--- src/ooo_consts.svh ---
`ifndef OOO_CONSTS_SVH
`define OOO_CONSTS_SVH

// Structure depths
`define OOO_IB_DEPTH   4
`define OOO_RS_DEPTH   4
`define OOO_ROB_DEPTH  8
`define OOO_ROB_TAG_W  3

// Datapath widths
`define OOO_XLEN       32
`define OOO_REG_IDX_W  5

// RV32I major opcodes
`define OOO_OPC_OP     7'b0110011
`define OOO_OPC_OP_IMM 7'b0010011

`endif

--- src/ooo_pkg.sv ---
`default_nettype none
`include "ooo_consts.svh"

package ooo_pkg;

    // ALU operations
    typedef enum logic [2:0] {
        ALU_ADD,
        ALU_SUB,
        ALU_AND,
        ALU_OR,
        ALU_XOR,
        ALU_SLT
    } alu_op_e;

    //////////////////////////////
    // Instruction word views
    //////////////////////////////

    // Register-register form
    typedef struct packed {
        logic [6:0]                funct7;
        logic [`OOO_REG_IDX_W-1:0] rs2;
        logic [`OOO_REG_IDX_W-1:0] rs1;
        logic [2:0]                funct3;
        logic [`OOO_REG_IDX_W-1:0] rd;
        logic [6:0]                opcode;
    } inst_r_t;

    // Register-immediate form
    typedef struct packed {
        logic [11:0]               imm12;
        logic [`OOO_REG_IDX_W-1:0] rs1;
        logic [2:0]                funct3;
        logic [`OOO_REG_IDX_W-1:0] rd;
        logic [6:0]                opcode;
    } inst_i_t;

    // Same 32 bits, two decodes
    typedef union packed {
        inst_r_t r;
        inst_i_t i;
    } inst_u;

    //////////////////////////////
    // Pipeline packets
    //////////////////////////////

    // Decoded instruction handed to RS, ROB and map table
    typedef struct packed {
        alu_op_e                   alu_op;
        logic [`OOO_REG_IDX_W-1:0] rd;
        logic                      has_dest;
        logic [`OOO_REG_IDX_W-1:0] rs1;
        logic [`OOO_REG_IDX_W-1:0] rs2;
        logic                      uses_rs2;
        logic [`OOO_XLEN-1:0]      imm;
    } dp_packet_t;

    // Source operand, value valid once ready
    typedef struct packed {
        logic                      ready;
        logic [`OOO_ROB_TAG_W-1:0] tag;
        logic [`OOO_XLEN-1:0]      value;
    } operand_t;

    // Result broadcast
    typedef struct packed {
        logic                      valid;
        logic [`OOO_ROB_TAG_W-1:0] tag;
        logic [`OOO_XLEN-1:0]      value;
    } cdb_t;

    // RS to ALU
    typedef struct packed {
        logic                      valid;
        alu_op_e                   alu_op;
        logic [`OOO_XLEN-1:0]      op1;
        logic [`OOO_XLEN-1:0]      op2;
        logic [`OOO_ROB_TAG_W-1:0] tag;
    } issue_t;

    // ROB head leaving the machine
    typedef struct packed {
        logic                      valid;
        logic [`OOO_ROB_TAG_W-1:0] tag;
        logic [`OOO_REG_IDX_W-1:0] rd;
        logic                      has_dest;
        logic [`OOO_XLEN-1:0]      value;
    } retire_t;

endpackage

`default_nettype wire

--- src/alu_fu.sv ---
`default_nettype none
`timescale 1ns/1ps
`include "ooo_consts.svh"

module alu_fu (
    input  logic            clock,
    input  logic            reset,
    input  ooo_pkg::issue_t issue,
    output ooo_pkg::cdb_t   cdb
);
    import ooo_pkg::*;

    logic [`OOO_XLEN-1:0] result;

    always_comb begin
        case (issue.alu_op)
            ALU_ADD: result = issue.op1 + issue.op2;
            ALU_SUB: result = issue.op1 - issue.op2;
            ALU_AND: result = issue.op1 & issue.op2;
            ALU_OR:  result = issue.op1 | issue.op2;
            ALU_XOR: result = issue.op1 ^ issue.op2;
            // Signed compare
            ALU_SLT: result = {{(`OOO_XLEN - 1){1'b0}}, $signed(issue.op1) < $signed(issue.op2)};
            default: result = '0;
        endcase
    end

    // One cycle to the broadcast
    always_ff @(posedge clock) begin
        if (reset) begin
            cdb.valid <= 1'b0;
        end else begin
            cdb.valid <= issue.valid;
        end
        cdb.tag   <= issue.tag;
        cdb.value <= result;
    end

endmodule

`default_nettype wire

--- src/dispatch.sv ---
`default_nettype none
`timescale 1ns/1ps
`include "ooo_consts.svh"

module dispatch (
    input  ooo_pkg::inst_u      head_inst,
    input  logic                buffer_empty,
    input  logic                rs_free,
    input  logic                rob_free,
    output logic                dispatch_fire,
    output ooo_pkg::dp_packet_t dp_packet
);
    import ooo_pkg::*;

    alu_op_e op;
    logic    f3_ok;
    logic    is_op;
    logic    is_op_imm;
    logic    sub_form;
    logic    known;

    // Stall when buffer empty or either table full
    assign dispatch_fire = !buffer_empty && rs_free && rob_free;

    //////////////////////////////
    // Decode
    //////////////////////////////

    always_comb begin
        f3_ok = 1'b1;
        // funct3 picks the operation for both groups
        case (head_inst.r.funct3)
            3'b000: op = ALU_ADD;
            3'b010: op = ALU_SLT;
            3'b100: op = ALU_XOR;
            3'b110: op = ALU_OR;
            3'b111: op = ALU_AND;
            default: begin
                op    = ALU_ADD;
                f3_ok = 1'b0;
            end
        endcase

        is_op     = (head_inst.r.opcode == `OOO_OPC_OP);
        is_op_imm = (head_inst.i.opcode == `OOO_OPC_OP_IMM);
        // SUB only exists in the register form
        sub_form  = is_op && (head_inst.r.funct7 == 7'h20) && (head_inst.r.funct3 == 3'b000);
        if (sub_form) begin
            op = ALU_SUB;
        end

        known = f3_ok && (is_op_imm || (is_op && (head_inst.r.funct7 == 7'h00 || sub_form)));
    end

    // Packet
    always_comb begin
        dp_packet.alu_op   = op;
        dp_packet.rd       = head_inst.r.rd;
        // No write for unknown words or x0
        dp_packet.has_dest = known && (head_inst.r.rd != '0);
        // Unknown words read x0 so they never wait
        dp_packet.rs1      = known ? head_inst.r.rs1 : '0;
        dp_packet.rs2      = head_inst.r.rs2;
        dp_packet.uses_rs2 = known && is_op;
        dp_packet.imm      = {{(`OOO_XLEN - 12){head_inst.i.imm12[11]}}, head_inst.i.imm12};
    end

endmodule

`default_nettype wire

--- src/insn_buffer.sv ---
`default_nettype none
`timescale 1ns/1ps
`include "ooo_consts.svh"

module insn_buffer (
    input  logic           clock,
    input  logic           reset,
    input  logic           push,
    input  ooo_pkg::inst_u push_inst,
    input  logic           pop,
    output ooo_pkg::inst_u head_inst,
    output logic           empty,
    output logic           full
);
    import ooo_pkg::*;

    localparam int PTR_W = $clog2(`OOO_IB_DEPTH);
    localparam int CNT_W = $clog2(`OOO_IB_DEPTH + 1);

    // Raw words, decode happens in dispatch
    inst_u            mem [`OOO_IB_DEPTH];
    logic [PTR_W-1:0] head;
    logic [PTR_W-1:0] tail;
    logic [CNT_W-1:0] count;

    assign empty     = (count == '0);
    assign full      = (count == CNT_W'(`OOO_IB_DEPTH));
    assign head_inst = mem[head];

    // Storage
    always_ff @(posedge clock) begin
        if (push) begin
            mem[tail] <= push_inst;
        end
    end

    // Pointers and occupancy
    always_ff @(posedge clock) begin
        if (reset) begin
            head  <= '0;
            tail  <= '0;
            count <= '0;
        end else begin
            // Depth is a power of two so pointers wrap on their own
            if (push) begin
                tail <= tail + 1'b1;
            end
            if (pop) begin
                head <= head + 1'b1;
            end
            count <= count + CNT_W'(push) - CNT_W'(pop);
        end
    end

endmodule

`default_nettype wire

--- src/map_table.sv ---
`default_nettype none
`timescale 1ns/1ps
`include "ooo_consts.svh"

module map_table (
    input  logic                      clock,
    input  logic                      reset,
    input  logic                      dispatch_fire,
    input  ooo_pkg::dp_packet_t       dp_packet,
    input  logic [`OOO_ROB_TAG_W-1:0] rob_tail_tag,
    input  ooo_pkg::retire_t          retire,
    output logic                      rs1_busy,
    output logic                      rs2_busy,
    output logic [`OOO_ROB_TAG_W-1:0] rs1_tag,
    output logic [`OOO_ROB_TAG_W-1:0] rs2_tag,
    output logic [`OOO_XLEN-1:0]      rs1_value,
    output logic [`OOO_XLEN-1:0]      rs2_value
);
    localparam int NREG = 1 << `OOO_REG_IDX_W;

    // Rename state per architectural register
    logic [NREG-1:0]           busy;
    logic [`OOO_ROB_TAG_W-1:0] tag  [NREG];
    // Committed values
    logic [`OOO_XLEN-1:0]      regs [NREG];

    logic rename;

    assign rename = dispatch_fire && dp_packet.has_dest;

    // Lookup uses state before this cycle's rename
    assign rs1_busy  = busy[dp_packet.rs1];
    assign rs2_busy  = busy[dp_packet.rs2];
    assign rs1_tag   = tag[dp_packet.rs1];
    assign rs2_tag   = tag[dp_packet.rs2];
    // x0 hardwired
    assign rs1_value = (dp_packet.rs1 == '0) ? '0 : regs[dp_packet.rs1];
    assign rs2_value = (dp_packet.rs2 == '0) ? '0 : regs[dp_packet.rs2];

    always_ff @(posedge clock) begin
        if (reset) begin
            busy <= '0;
            for (int i = 0; i < NREG; i++) begin
                regs[i] <= '0;
            end
        end else begin
            if (retire.valid && retire.has_dest) begin
                regs[retire.rd] <= retire.value;
                // Only the latest producer frees the register
                if (tag[retire.rd] == retire.tag) begin
                    busy[retire.rd] <= 1'b0;
                end
            end
            // Later assignment so a new rename wins
            if (rename) begin
                busy[dp_packet.rd] <= 1'b1;
            end
        end
    end

    // Tags
    always_ff @(posedge clock) begin
        if (rename) begin
            tag[dp_packet.rd] <= rob_tail_tag;
        end
    end

endmodule

`default_nettype wire

--- src/ooo_core.sv ---
`default_nettype none
`timescale 1ns/1ps
`include "ooo_consts.svh"

module ooo_core (
    input  logic                      clock,
    input  logic                      reset,
    input  logic                      inst_valid,
    input  ooo_pkg::inst_u            inst,
    output logic                      inst_ready,
    output logic                      commit_valid,
    output logic                      commit_wr_en,
    output logic [`OOO_REG_IDX_W-1:0] commit_wr_idx,
    output logic [`OOO_XLEN-1:0]      commit_wr_data
);
    import ooo_pkg::*;

    //////////////////////////////
    // Stage wires
    //////////////////////////////

    // Buffer to dispatch
    inst_u      head_inst;
    logic       ib_empty;
    logic       ib_full;

    // Dispatch
    dp_packet_t dp_packet;
    logic       dispatch_fire;
    logic       rs_free;
    logic       rob_free;
    logic [`OOO_ROB_TAG_W-1:0] rob_tail_tag;

    // Map lookup
    logic                      rs1_busy;
    logic                      rs2_busy;
    logic [`OOO_ROB_TAG_W-1:0] rs1_tag;
    logic [`OOO_ROB_TAG_W-1:0] rs2_tag;
    logic [`OOO_XLEN-1:0]      rs1_value;
    logic [`OOO_XLEN-1:0]      rs2_value;

    // ROB lookup
    logic                 rob1_done;
    logic                 rob2_done;
    logic [`OOO_XLEN-1:0] rob1_value;
    logic [`OOO_XLEN-1:0] rob2_value;

    // Execute and retire
    issue_t  issue;
    cdb_t    cdb;
    retire_t retire;

    // Accept while the buffer has room
    assign inst_ready = !ib_full;

    insn_buffer u_insn_buffer (
        .clock     (clock),
        .reset     (reset),
        .push      (inst_valid && inst_ready),
        .push_inst (inst),
        .pop       (dispatch_fire),
        .head_inst (head_inst),
        .empty     (ib_empty),
        .full      (ib_full)
    );

    dispatch u_dispatch (
        .head_inst     (head_inst),
        .buffer_empty  (ib_empty),
        .rs_free       (rs_free),
        .rob_free      (rob_free),
        .dispatch_fire (dispatch_fire),
        .dp_packet     (dp_packet)
    );

    map_table u_map_table (
        .clock         (clock),
        .reset         (reset),
        .dispatch_fire (dispatch_fire),
        .dp_packet     (dp_packet),
        .rob_tail_tag  (rob_tail_tag),
        .retire        (retire),
        .rs1_busy      (rs1_busy),
        .rs2_busy      (rs2_busy),
        .rs1_tag       (rs1_tag),
        .rs2_tag       (rs2_tag),
        .rs1_value     (rs1_value),
        .rs2_value     (rs2_value)
    );

    rs u_rs (
        .clock         (clock),
        .reset         (reset),
        .dispatch_fire (dispatch_fire),
        .dp_packet     (dp_packet),
        .rob_tail_tag  (rob_tail_tag),
        .rs1_busy      (rs1_busy),
        .rs1_tag       (rs1_tag),
        .rs1_value     (rs1_value),
        .rs2_busy      (rs2_busy),
        .rs2_tag       (rs2_tag),
        .rs2_value     (rs2_value),
        .rob1_done     (rob1_done),
        .rob1_value    (rob1_value),
        .rob2_done     (rob2_done),
        .rob2_value    (rob2_value),
        .cdb           (cdb),
        .rs_free       (rs_free),
        .issue         (issue)
    );

    alu_fu u_alu_fu (
        .clock (clock),
        .reset (reset),
        .issue (issue),
        .cdb   (cdb)
    );

    // Map tags index the ROB directly
    rob u_rob (
        .clock         (clock),
        .reset         (reset),
        .dispatch_fire (dispatch_fire),
        .dp_packet     (dp_packet),
        .cdb           (cdb),
        .lookup1_tag   (rs1_tag),
        .lookup2_tag   (rs2_tag),
        .rob1_done     (rob1_done),
        .rob1_value    (rob1_value),
        .rob2_done     (rob2_done),
        .rob2_value    (rob2_value),
        .rob_free      (rob_free),
        .tail_tag      (rob_tail_tag),
        .retire        (retire)
    );

    // Commit port
    assign commit_valid   = retire.valid;
    assign commit_wr_en   = retire.valid && retire.has_dest;
    assign commit_wr_idx  = retire.rd;
    assign commit_wr_data = retire.value;

endmodule

`default_nettype wire

--- src/rob.sv ---
`default_nettype none
`timescale 1ns/1ps
`include "ooo_consts.svh"

module rob (
    input  logic                      clock,
    input  logic                      reset,
    input  logic                      dispatch_fire,
    input  ooo_pkg::dp_packet_t       dp_packet,
    input  ooo_pkg::cdb_t             cdb,
    input  logic [`OOO_ROB_TAG_W-1:0] lookup1_tag,
    input  logic [`OOO_ROB_TAG_W-1:0] lookup2_tag,
    output logic                      rob1_done,
    output logic [`OOO_XLEN-1:0]      rob1_value,
    output logic                      rob2_done,
    output logic [`OOO_XLEN-1:0]      rob2_value,
    output logic                      rob_free,
    output logic [`OOO_ROB_TAG_W-1:0] tail_tag,
    output ooo_pkg::retire_t          retire
);
    localparam int D     = `OOO_ROB_DEPTH;
    localparam int CNT_W = $clog2(D + 1);

    logic [`OOO_ROB_TAG_W-1:0] head;
    logic [`OOO_ROB_TAG_W-1:0] tail;
    logic [CNT_W-1:0]          count;
    logic [D-1:0]              done;

    // Per-entry payload
    logic [`OOO_REG_IDX_W-1:0] rd    [D];
    logic [D-1:0]              has_dest;
    logic [`OOO_XLEN-1:0]      value [D];

    logic retire_fire;

    // Head leaves once its result is in
    assign retire_fire = (count != '0) && done[head];
    assign rob_free    = (count != CNT_W'(D));
    assign tail_tag    = tail;

    // Forwarding to dispatch
    assign rob1_done  = done[lookup1_tag];
    assign rob1_value = value[lookup1_tag];
    assign rob2_done  = done[lookup2_tag];
    assign rob2_value = value[lookup2_tag];

    always_comb begin
        retire.valid    = retire_fire;
        retire.tag      = head;
        retire.rd       = rd[head];
        retire.has_dest = has_dest[head];
        retire.value    = value[head];
    end

    //////////////////////////////
    // Control state
    //////////////////////////////

    always_ff @(posedge clock) begin
        if (reset) begin
            head  <= '0;
            tail  <= '0;
            count <= '0;
            done  <= '0;
        end else begin
            // Tag width matches depth so pointers wrap
            if (dispatch_fire) begin
                tail       <= tail + 1'b1;
                done[tail] <= 1'b0;
            end
            // Tail is free so never the CDB tag
            if (cdb.valid) begin
                done[cdb.tag] <= 1'b1;
            end
            if (retire_fire) begin
                head <= head + 1'b1;
            end
            count <= count + CNT_W'(dispatch_fire) - CNT_W'(retire_fire);
        end
    end

    // Payload
    always_ff @(posedge clock) begin
        if (dispatch_fire) begin
            rd[tail]       <= dp_packet.rd;
            has_dest[tail] <= dp_packet.has_dest;
        end
        if (cdb.valid) begin
            value[cdb.tag] <= cdb.value;
        end
    end

endmodule

`default_nettype wire

--- src/rs.sv ---
`default_nettype none
`timescale 1ns/1ps
`include "ooo_consts.svh"

module rs (
    input  logic                      clock,
    input  logic                      reset,
    input  logic                      dispatch_fire,
    input  ooo_pkg::dp_packet_t       dp_packet,
    input  logic [`OOO_ROB_TAG_W-1:0] rob_tail_tag,
    input  logic                      rs1_busy,
    input  logic [`OOO_ROB_TAG_W-1:0] rs1_tag,
    input  logic [`OOO_XLEN-1:0]      rs1_value,
    input  logic                      rs2_busy,
    input  logic [`OOO_ROB_TAG_W-1:0] rs2_tag,
    input  logic [`OOO_XLEN-1:0]      rs2_value,
    input  logic                      rob1_done,
    input  logic [`OOO_XLEN-1:0]      rob1_value,
    input  logic                      rob2_done,
    input  logic [`OOO_XLEN-1:0]      rob2_value,
    input  ooo_pkg::cdb_t             cdb,
    output logic                      rs_free,
    output ooo_pkg::issue_t           issue
);
    import ooo_pkg::*;

    localparam int N = `OOO_RS_DEPTH;

    logic [N-1:0]              valid;
    alu_op_e                   op    [N];
    operand_t                  src1  [N];
    operand_t                  src2  [N];
    logic [`OOO_ROB_TAG_W-1:0] dest  [N];
    // older[i][j] set when entry i arrived before entry j
    logic [N-1:0]              older [N];

    logic [N-1:0] ready;
    logic [N-1:0] grant;
    logic [N-1:0] free_sel;
    operand_t     new1;
    operand_t     new2;

    // Map value, ROB value or same-cycle broadcast
    function automatic operand_t resolve(
        input logic                      busy,
        input logic [`OOO_ROB_TAG_W-1:0] tag,
        input logic [`OOO_XLEN-1:0]      value,
        input logic                      done,
        input logic [`OOO_XLEN-1:0]      rob_value,
        input cdb_t                      bus
    );
        operand_t o;
        o.ready = 1'b1;
        o.tag   = tag;
        o.value = value;
        if (busy) begin
            if (bus.valid && bus.tag == tag) begin
                o.value = bus.value;
            end else if (done) begin
                o.value = rob_value;
            end else begin
                o.ready = 1'b0;
            end
        end
        return o;
    endfunction

    //////////////////////////////
    // Dispatch side
    //////////////////////////////

    always_comb begin
        new1 = resolve(rs1_busy, rs1_tag, rs1_value, rob1_done, rob1_value, cdb);
        new2 = resolve(rs2_busy, rs2_tag, rs2_value, rob2_done, rob2_value, cdb);
        // I-type second operand
        if (!dp_packet.uses_rs2) begin
            new2.ready = 1'b1;
            new2.value = dp_packet.imm;
        end
    end

    // Lowest free slot
    always_comb begin
        free_sel = '0;
        for (int i = N - 1; i >= 0; i--) begin
            if (!valid[i]) begin
                free_sel    = '0;
                free_sel[i] = 1'b1;
            end
        end
    end

    assign rs_free = !(&valid);

    //////////////////////////////
    // Issue select
    //////////////////////////////

    always_comb begin
        for (int i = 0; i < N; i++) begin
            ready[i] = valid[i] && src1[i].ready && src2[i].ready;
        end
        // Drop any candidate with an older ready entry
        for (int i = 0; i < N; i++) begin
            grant[i] = ready[i];
            for (int j = 0; j < N; j++) begin
                if (j != i && ready[j] && older[j][i]) begin
                    grant[i] = 1'b0;
                end
            end
        end
    end

    always_comb begin
        issue = '0;
        for (int i = 0; i < N; i++) begin
            if (grant[i]) begin
                issue.valid  = 1'b1;
                issue.alu_op = op[i];
                issue.op1    = src1[i].value;
                issue.op2    = src2[i].value;
                issue.tag    = dest[i];
            end
        end
    end

    // Occupancy
    always_ff @(posedge clock) begin
        if (reset) begin
            valid <= '0;
        end else begin
            valid <= (valid & ~grant) | (dispatch_fire ? free_sel : '0);
        end
    end

    // Entry fill, wakeup and age order
    always_ff @(posedge clock) begin
        for (int i = 0; i < N; i++) begin
            if (dispatch_fire && free_sel[i]) begin
                op[i]    <= dp_packet.alu_op;
                src1[i]  <= new1;
                src2[i]  <= new2;
                dest[i]  <= rob_tail_tag;
                older[i] <= '0;
            end else begin
                if (cdb.valid && !src1[i].ready && src1[i].tag == cdb.tag) begin
                    src1[i].ready <= 1'b1;
                    src1[i].value <= cdb.value;
                end
                if (cdb.valid && !src2[i].ready && src2[i].tag == cdb.tag) begin
                    src2[i].ready <= 1'b1;
                    src2[i].value <= cdb.value;
                end
                // Everything present is older than the newcomer
                if (dispatch_fire) begin
                    older[i] <= older[i] | free_sel;
                end
            end
        end
    end

endmodule

`default_nettype wire

--- config.mk ---
export PLATFORM = sky130hd
export DESIGN_NAME = ooo_core
export DESIGN_NICKNAME = d
export VERILOG_FILES = /design/src/ooo_pkg.sv /design/src/alu_fu.sv /design/src/dispatch.sv /design/src/insn_buffer.sv /design/src/map_table.sv /design/src/ooo_core.sv /design/src/rob.sv /design/src/rs.sv
export VERILOG_INCLUDE_DIRS = /design/src
export SDC_FILE = /design/constraint.sdc
export NUM_CORES = 2
export LEC_CHECK = 0
export BUFFER_PORTS_ARGS = -buffer_cell sky130_fd_sc_hd__buf_4
export CORE_AREA = 10 10 480 482
export CTS_BUF_LIST = sky130_fd_sc_hd__clkbuf_2
export CTS_CLUSTER_SIZE = 25
export DETAILED_ROUTE_END_ITERATION = 10
export DIE_AREA = 0 0 490 492
export PLACE_DENSITY = 0.61
export SLEW_MARGIN = 20
export SYNTH_ARGS = -nofsm -noshare
export SYNTH_HDL_FRONTEND = slang
export SYNTH_HIERARCHICAL = 1
export SYNTH_SLANG_ARGS = --single-unit
--- constraint.sdc ---
create_clock -name clock -period 14.2 [get_ports clock]
set_input_delay 0.71 -clock clock [delete_from_list [all_inputs] [get_ports clock]]
set_output_delay 0.71 -clock clock [all_outputs]
set_load 0.05 [all_outputs]
# == After elaboration in Yosys (flattened, before gate mapping) ==
# Memories as Yosys holds them, arrays and structs flattened. A register that Yosys moved wholly into a read port is not among the register bits.
# Index checks and enable logic that the tools add are counted.
# Widths: inputs -> output; s select.
# totals
regBits,105
latchBits,0
mem_bits_rw,1872
mem_bits_ro,0
input_bits,35
out_inout_bits,40
elab_cells,366
n_memories,10
# mem_list
name,depth,width,rd,rd_ports_with_merged_regs,write_ports,line,source
u_map_table.regs,32,32,2,0,32,map_table.sv:25,logic [`OOO_XLEN-1:0] regs [NREG];
u_rob.value,8,32,3,1,1,rob.sv:32,logic [`OOO_XLEN-1:0] value [D];
u_rs.src1,4,36,4,0,4,rs.sv:31,operand_t src1 [N];
u_rs.src2,4,36,4,0,4,rs.sv:32,operand_t src2 [N];
u_insn_buffer.mem,4,32,1,1,1,insn_buffer.sv:21,inst_u mem [`OOO_IB_DEPTH];
u_map_table.tag,32,3,3,0,1,map_table.sv:23,logic [`OOO_ROB_TAG_W-1:0] tag [NREG];
4 more memories,n/a,n/a,n/a,n/a,n/a,n/a,
# op_classes
n_addsub,10
n_mul,0
div_mod_pow,0
n_lt_le_gt_ge,14
eq_ne,25
shift,0
n_mux,170
n_bitwise,36
reduce_logical,88
# op_table
op,n
$mux 32,22
$mux 71,4
$pmux 32 s6,1
$mux 1,98
$and 32x32->32,2
$or 32x32->32,2
$logic_and 1x1->1,58
$mux 4,9
$eq 3x3->1,11
$mux 3,11
$add 32x32->32,1
$lt 32x32->1,1
$not 32->32,1
$reduce_or 32->1,1
$sub 32x32->32,1
$xor 32x32->32,1
$lt 5x6->1 const B,4
$mux 8,3
$lt 3x4->1 const B,5
$or 1x1->1,20
$or 4x4->4,5
$eq 3x3->1 const B,6
$reduce_or 3->1,6
$mux 2,8
other kinds (34),62

# == Longest topological paths before layout ==
# An unclocked memory read counts as a cell.
# depth
word_depth,15
mapped_depth,20
mapped_depth_nobuf,16

# == Modules after synthesis ==
# Netlist, hierarchy kept.
# modules_own_cells
module,n_inst,cells_each,area_per_inst_um2
map_table,1,3783,61704.2
rs,1,1471,17312.9
rob,1,810,16489.6
alu_fu,1,929,6356.1
insn_buffer,1,209,5097.4
dispatch,1,70,525.5
ooo_core,1,3,16.3

# == Least setup slack after synthesis ==
# Ideal clock, no wire load.
# synth_timing
path_type,reg-to-reg
start,reg with a tool-made name
end,"mem u_rs/src1[0][15] in the netlist's numbering, data pin"
setup_ns,0.131
arrival_time_ns,5.553
required_ns,14.069
slack_ns,8.516
path_stages_with_launch,21
n_path_buf,7
path_cell_list,dfxtp_1 buf_6 buf_12 mux4_2 nor4b_4 o2111ai_4 nor3b_1 buf_2 buf_2 mux4_2 mux4_2 mux2_2 buf_4 buf_6 mux4_2 mux2_2 o41ai_2 clkbuf_1 o22ai_1 a2bb2oi_2 mux2_2
# synth_lines
element,line
to (decl),rs.sv:31

==> run_results.csv <==
group,metric,value,unit
setup_path,cp-end-kind,"flip-flop",
clock_tree,cts_setup_buffers,0,
global_route,use_met2,46.0,%
yosys,yosys.area.top_type,"edfxtp_1",
floorplan,initial_core_util,48.6,%
yosys,synthMuxAreaShare,23.9,%
yosys,yosysSeqAreaShare,54.3,%
route,vias_per_cell,6.51,
sta,slew_violations,0,
yosys,synth_seq_cells,1978,
sta,slew_headroom,11.2,%
clock_tree,path_clk_slew,0.09,ns
route,wl,350000,um
power_and_ir_drop,p_sw_share,41.2,%
route,remaining_drc_errors,0,
floorplan,die_x,490,um
final_layout,regArea,0.0584,mm2
global_route,grt_max_degree,119,
clock_tree,cts_buffers,551,
global_route,grt_usage,28.2,%
sta,fin_setup_tns,0,ns
yosys,synth_edf_count,1874,
clock_tree,clkLatencyLatePin,1.96,ns
yosys,synthSimpleGateAreaFrac,10.3,%
final_layout,final_util,52.8,%
power_and_ir_drop,power_frac_seq,35.9,%
yosys,async_flop_share,0,%
sta,post-route-min-period,9.37,ns
clock_tree,cts_resized,0,
clock_tree,cts_tree,"built",
sta,setup_slack,4.83,ns
global_route,grt_use_met3,6.07,%
power_and_ir_drop,pwr-share-comb,44.1,%
yosys,ys_types,110,
route,drtAntennaViolNets,0,
place,routabilityCongestion,0.889,
job,maxCapViolations,0,
clock_tree,cts_sinks,1978,
sta,setup-violations-final,0,
global_route,grt_pass1_wl,500000,um
yosys,ys.flop_type,"edfxtp_1",
final_layout,fillerInstances,18300,
floorplan,die_h,492,um
floorplan,dieArea,0.241,mm2
floorplan,fp.coreArea,0.221,mm2
sta,finalCritPeriodShare,66.0,%
global_route,use_met1,37.0,%
clock_tree,cts_hold_buf,83,
floorplan,num_io_pins,75,
route,dr.pass1.iters,6,
clock_tree,cts_root_buf,"clkbuf_2",
route,wl_per_cell,32.3,um
yosys,syn-num-nets,7423,
yosys,synth_top_area_share,52.3,%
yosys,syn_area_per_cell,14.8,um2
place,port_buffers,74,
setup_path,cp-start-kind,"flip-flop",
power_and_ir_drop,p_int,12.3,mW
floorplan,placementRows,173,
power_and_ir_drop,p_per_area,179,mW/mm2
sta,rsz0062_at_grt,"false",
place,place_area,0.111,mm2
final_layout,synthToLayoutAreaGrowth,8.50,%
global_route,grt_remaining_overflow,0,
hold_path,hold_class,"in -> reg",
yosys,synth_top_family_by_area,"multiplexers",
sta,worst_pin_slew,1.33,ns
route,vias,70600,
power_and_ir_drop,p_sw,8.62,mW
clock_tree,htreeDepth,6,
sta,fin_skew,0.183,ns
yosys,ys_warn_count,6,
final_layout,finalNetCount,7610,
route,drtIter0Drc,9095,
yosys,syn_inst,7275,
final_layout,drive_above_1_share,32.1,%
global_route,grt_pass1_vias,71500,
setup_path,critPathMaxFanout,96,
setup_path,path_class,"reg -> reg",
global_route,antenna_found_initial,20,
status,outcome,"finished clean",
final_layout,final_cell_area,0.117,mm2
final_layout,multi_input_area,0.0461,mm2
global_route,gr-max-usage-layer,"met2",
place,place_ws,4.88,ns
yosys,synth_compound_area_share,6.26,%
power_and_ir_drop,vdd_drop_max,0.165,mV
place,dp_hpwl,199000,um
clock_tree,clockBufferDepth,4,
power_and_ir_drop,cellLeakagePower,40.0,nW
yosys,synthTopCellsByArea,"edfxtp_1 52%, mux4_2 20%, and2_1 6.0%, mux2_2 2.2%, dfxtp_1 1.9%",
yosys,synth_area,0.108,mm2
setup_path,crit_required,15.85,ns
yosys,yosys.area_share.xor_xnor,0.412,%
sta,hold_viol,0,
power_and_ir_drop,pwr-share-clk,20.1,%
sta,fmax,107,MHz
yosys,synthAdderAreaFrac,1.34,%
setup_path,crit_arrival,11.02,ns
## power by group through the flow
stage / clock, mW / sequential, mW / combinational [mW]
after detailed placement: 0 / 7.62 / 9.04
after floorplan: 0 / 7.48 / 6.38
after global placement: 0 / 7.59 / 8.95
after CTS: 4.29 / 7.49 / 9.09
final: 4.20 / 7.50 / 9.21
after global routing: 4.60 / 7.56 / 9.73
## stage by stage
stage | power, mW | std cells | hold slack [ns]
2_1_floorplan | 13.9 | 7275 | 0.453
3_3_place_gp | 16.5 | 9800 | 0.469
3_5_place_dp | 16.7 | 9800 | 0.476
4_1_cts | 20.9 | 10800 | 0.00508
5_1_grt | 21.9 | 10800 | 0.0355
6_report | 20.9 | 10800 | 0.206
## flip-flops by register name (all words and copies together) (netlist names), 32 cells and up, named ones only
signal	count
u_alu_fu/cdb	36
u_insn_buffer/mem	128
u_map_table/busy	32
u_map_table/regs	1024
u_map_table/tag	96
u_rob/rd	40
u_rob/value	256
u_rs/src1	144
u_rs/src2	144
## kinds of logic (layout without fill, tap and decap cells)
logic type                 Yosys count  in the layout
muxes                             1326           1326
AOI/OAI and AO/OA                  886            886
adders and majority gates          113            113
other                                0             20
and+or+nand+nor                   2052           2052
buffers and inverters              872           1435
DFF                               1978           1978
xor gates and xnor gates            48             48
## cells in the final DEF (no fill, tap or decap), types with 42 or more instances in the layout
cell	n
edfxtp_1	1874
and2_1	1033
mux4_2	959
clkbuf_2	804
nor2_1	374
nand2_1	306
buf_4	273
mux2_2	206
mux2i_1	144
o31ai_1	137
inv_1	135
a21oi_1	126
o22ai_1	123
ha_1	109
dfxtp_1	100
clkinv_1	85
dlygate4sd3_1	83
a221oi_1	71
o21ai_0	65
nor3_1	63
nand3_1	43
nor2_4	42
## final timing paths
kind	from	to	slack, ns	cells after the start
worst max-delay path	flip-flop	u_rs/src1[0][30]	4.83	17
worst min-delay path	inst[24]	u_insn_buffer/mem[0][24]	0.21	3
worst max register to register	flip-flop	u_rs/src1[0][30]	4.83	17
worst min register to register	u_rs/dest[2][2]	u_alu_fu/cdb[34]	0.38	2
## metal layers
metal / up-vias / share of wire (%)
met4: 10 / 4.1
li1: 29100 / -
met1: 36200 / 38
met2: 4320 / 48
met5: - / 0.019
met3: 887 / 10
## critical path, cell delays in order (launching register included)
cell	delay [ns]
dfxtp_2	0.32
buf_4	0.53
mux4_2	0.66
o31ai_1	0.44
a31oi_1	0.44
nor3b_2	0.51
buf_12	0.59
buf_4	0.85
mux4_2	0.60
mux4_2	0.48
mux2_2	0.28
buf_4	0.35
xor2_1	0.28
or4_2	1.25
a21boi_4	0.31
buf_4	0.61
a2bb2oi_1	0.33
mux2_2	0.22
## synth_stat cells, types with 104 or more instances
library cell  number
o31ai_1          137
and2_1          1032
nor2_1           419
mux2i_1          144
inv_1            139
clkbuf_1         476
edfxtp_1        1874
dfxtp_1          104
mux2_2           210
o22ai_1          123
ha_1             109
a21oi_1          126
nand2_1          310
mux4_2           964
## area by class of cell
cell class                      count  area share, %
Timing Repair Buffer              362           2.56
Multi-Input combinational cell   4425           39.5
Clock buffer                      804           3.45
Clock inverter                    125          0.711
Inverter                          144          0.463
Sequential cell                  1978           50.0
Antenna cell                       20         0.0429
Tap cell                         2975           3.19
No activity file was read; power rests on OpenSTA's default activity.
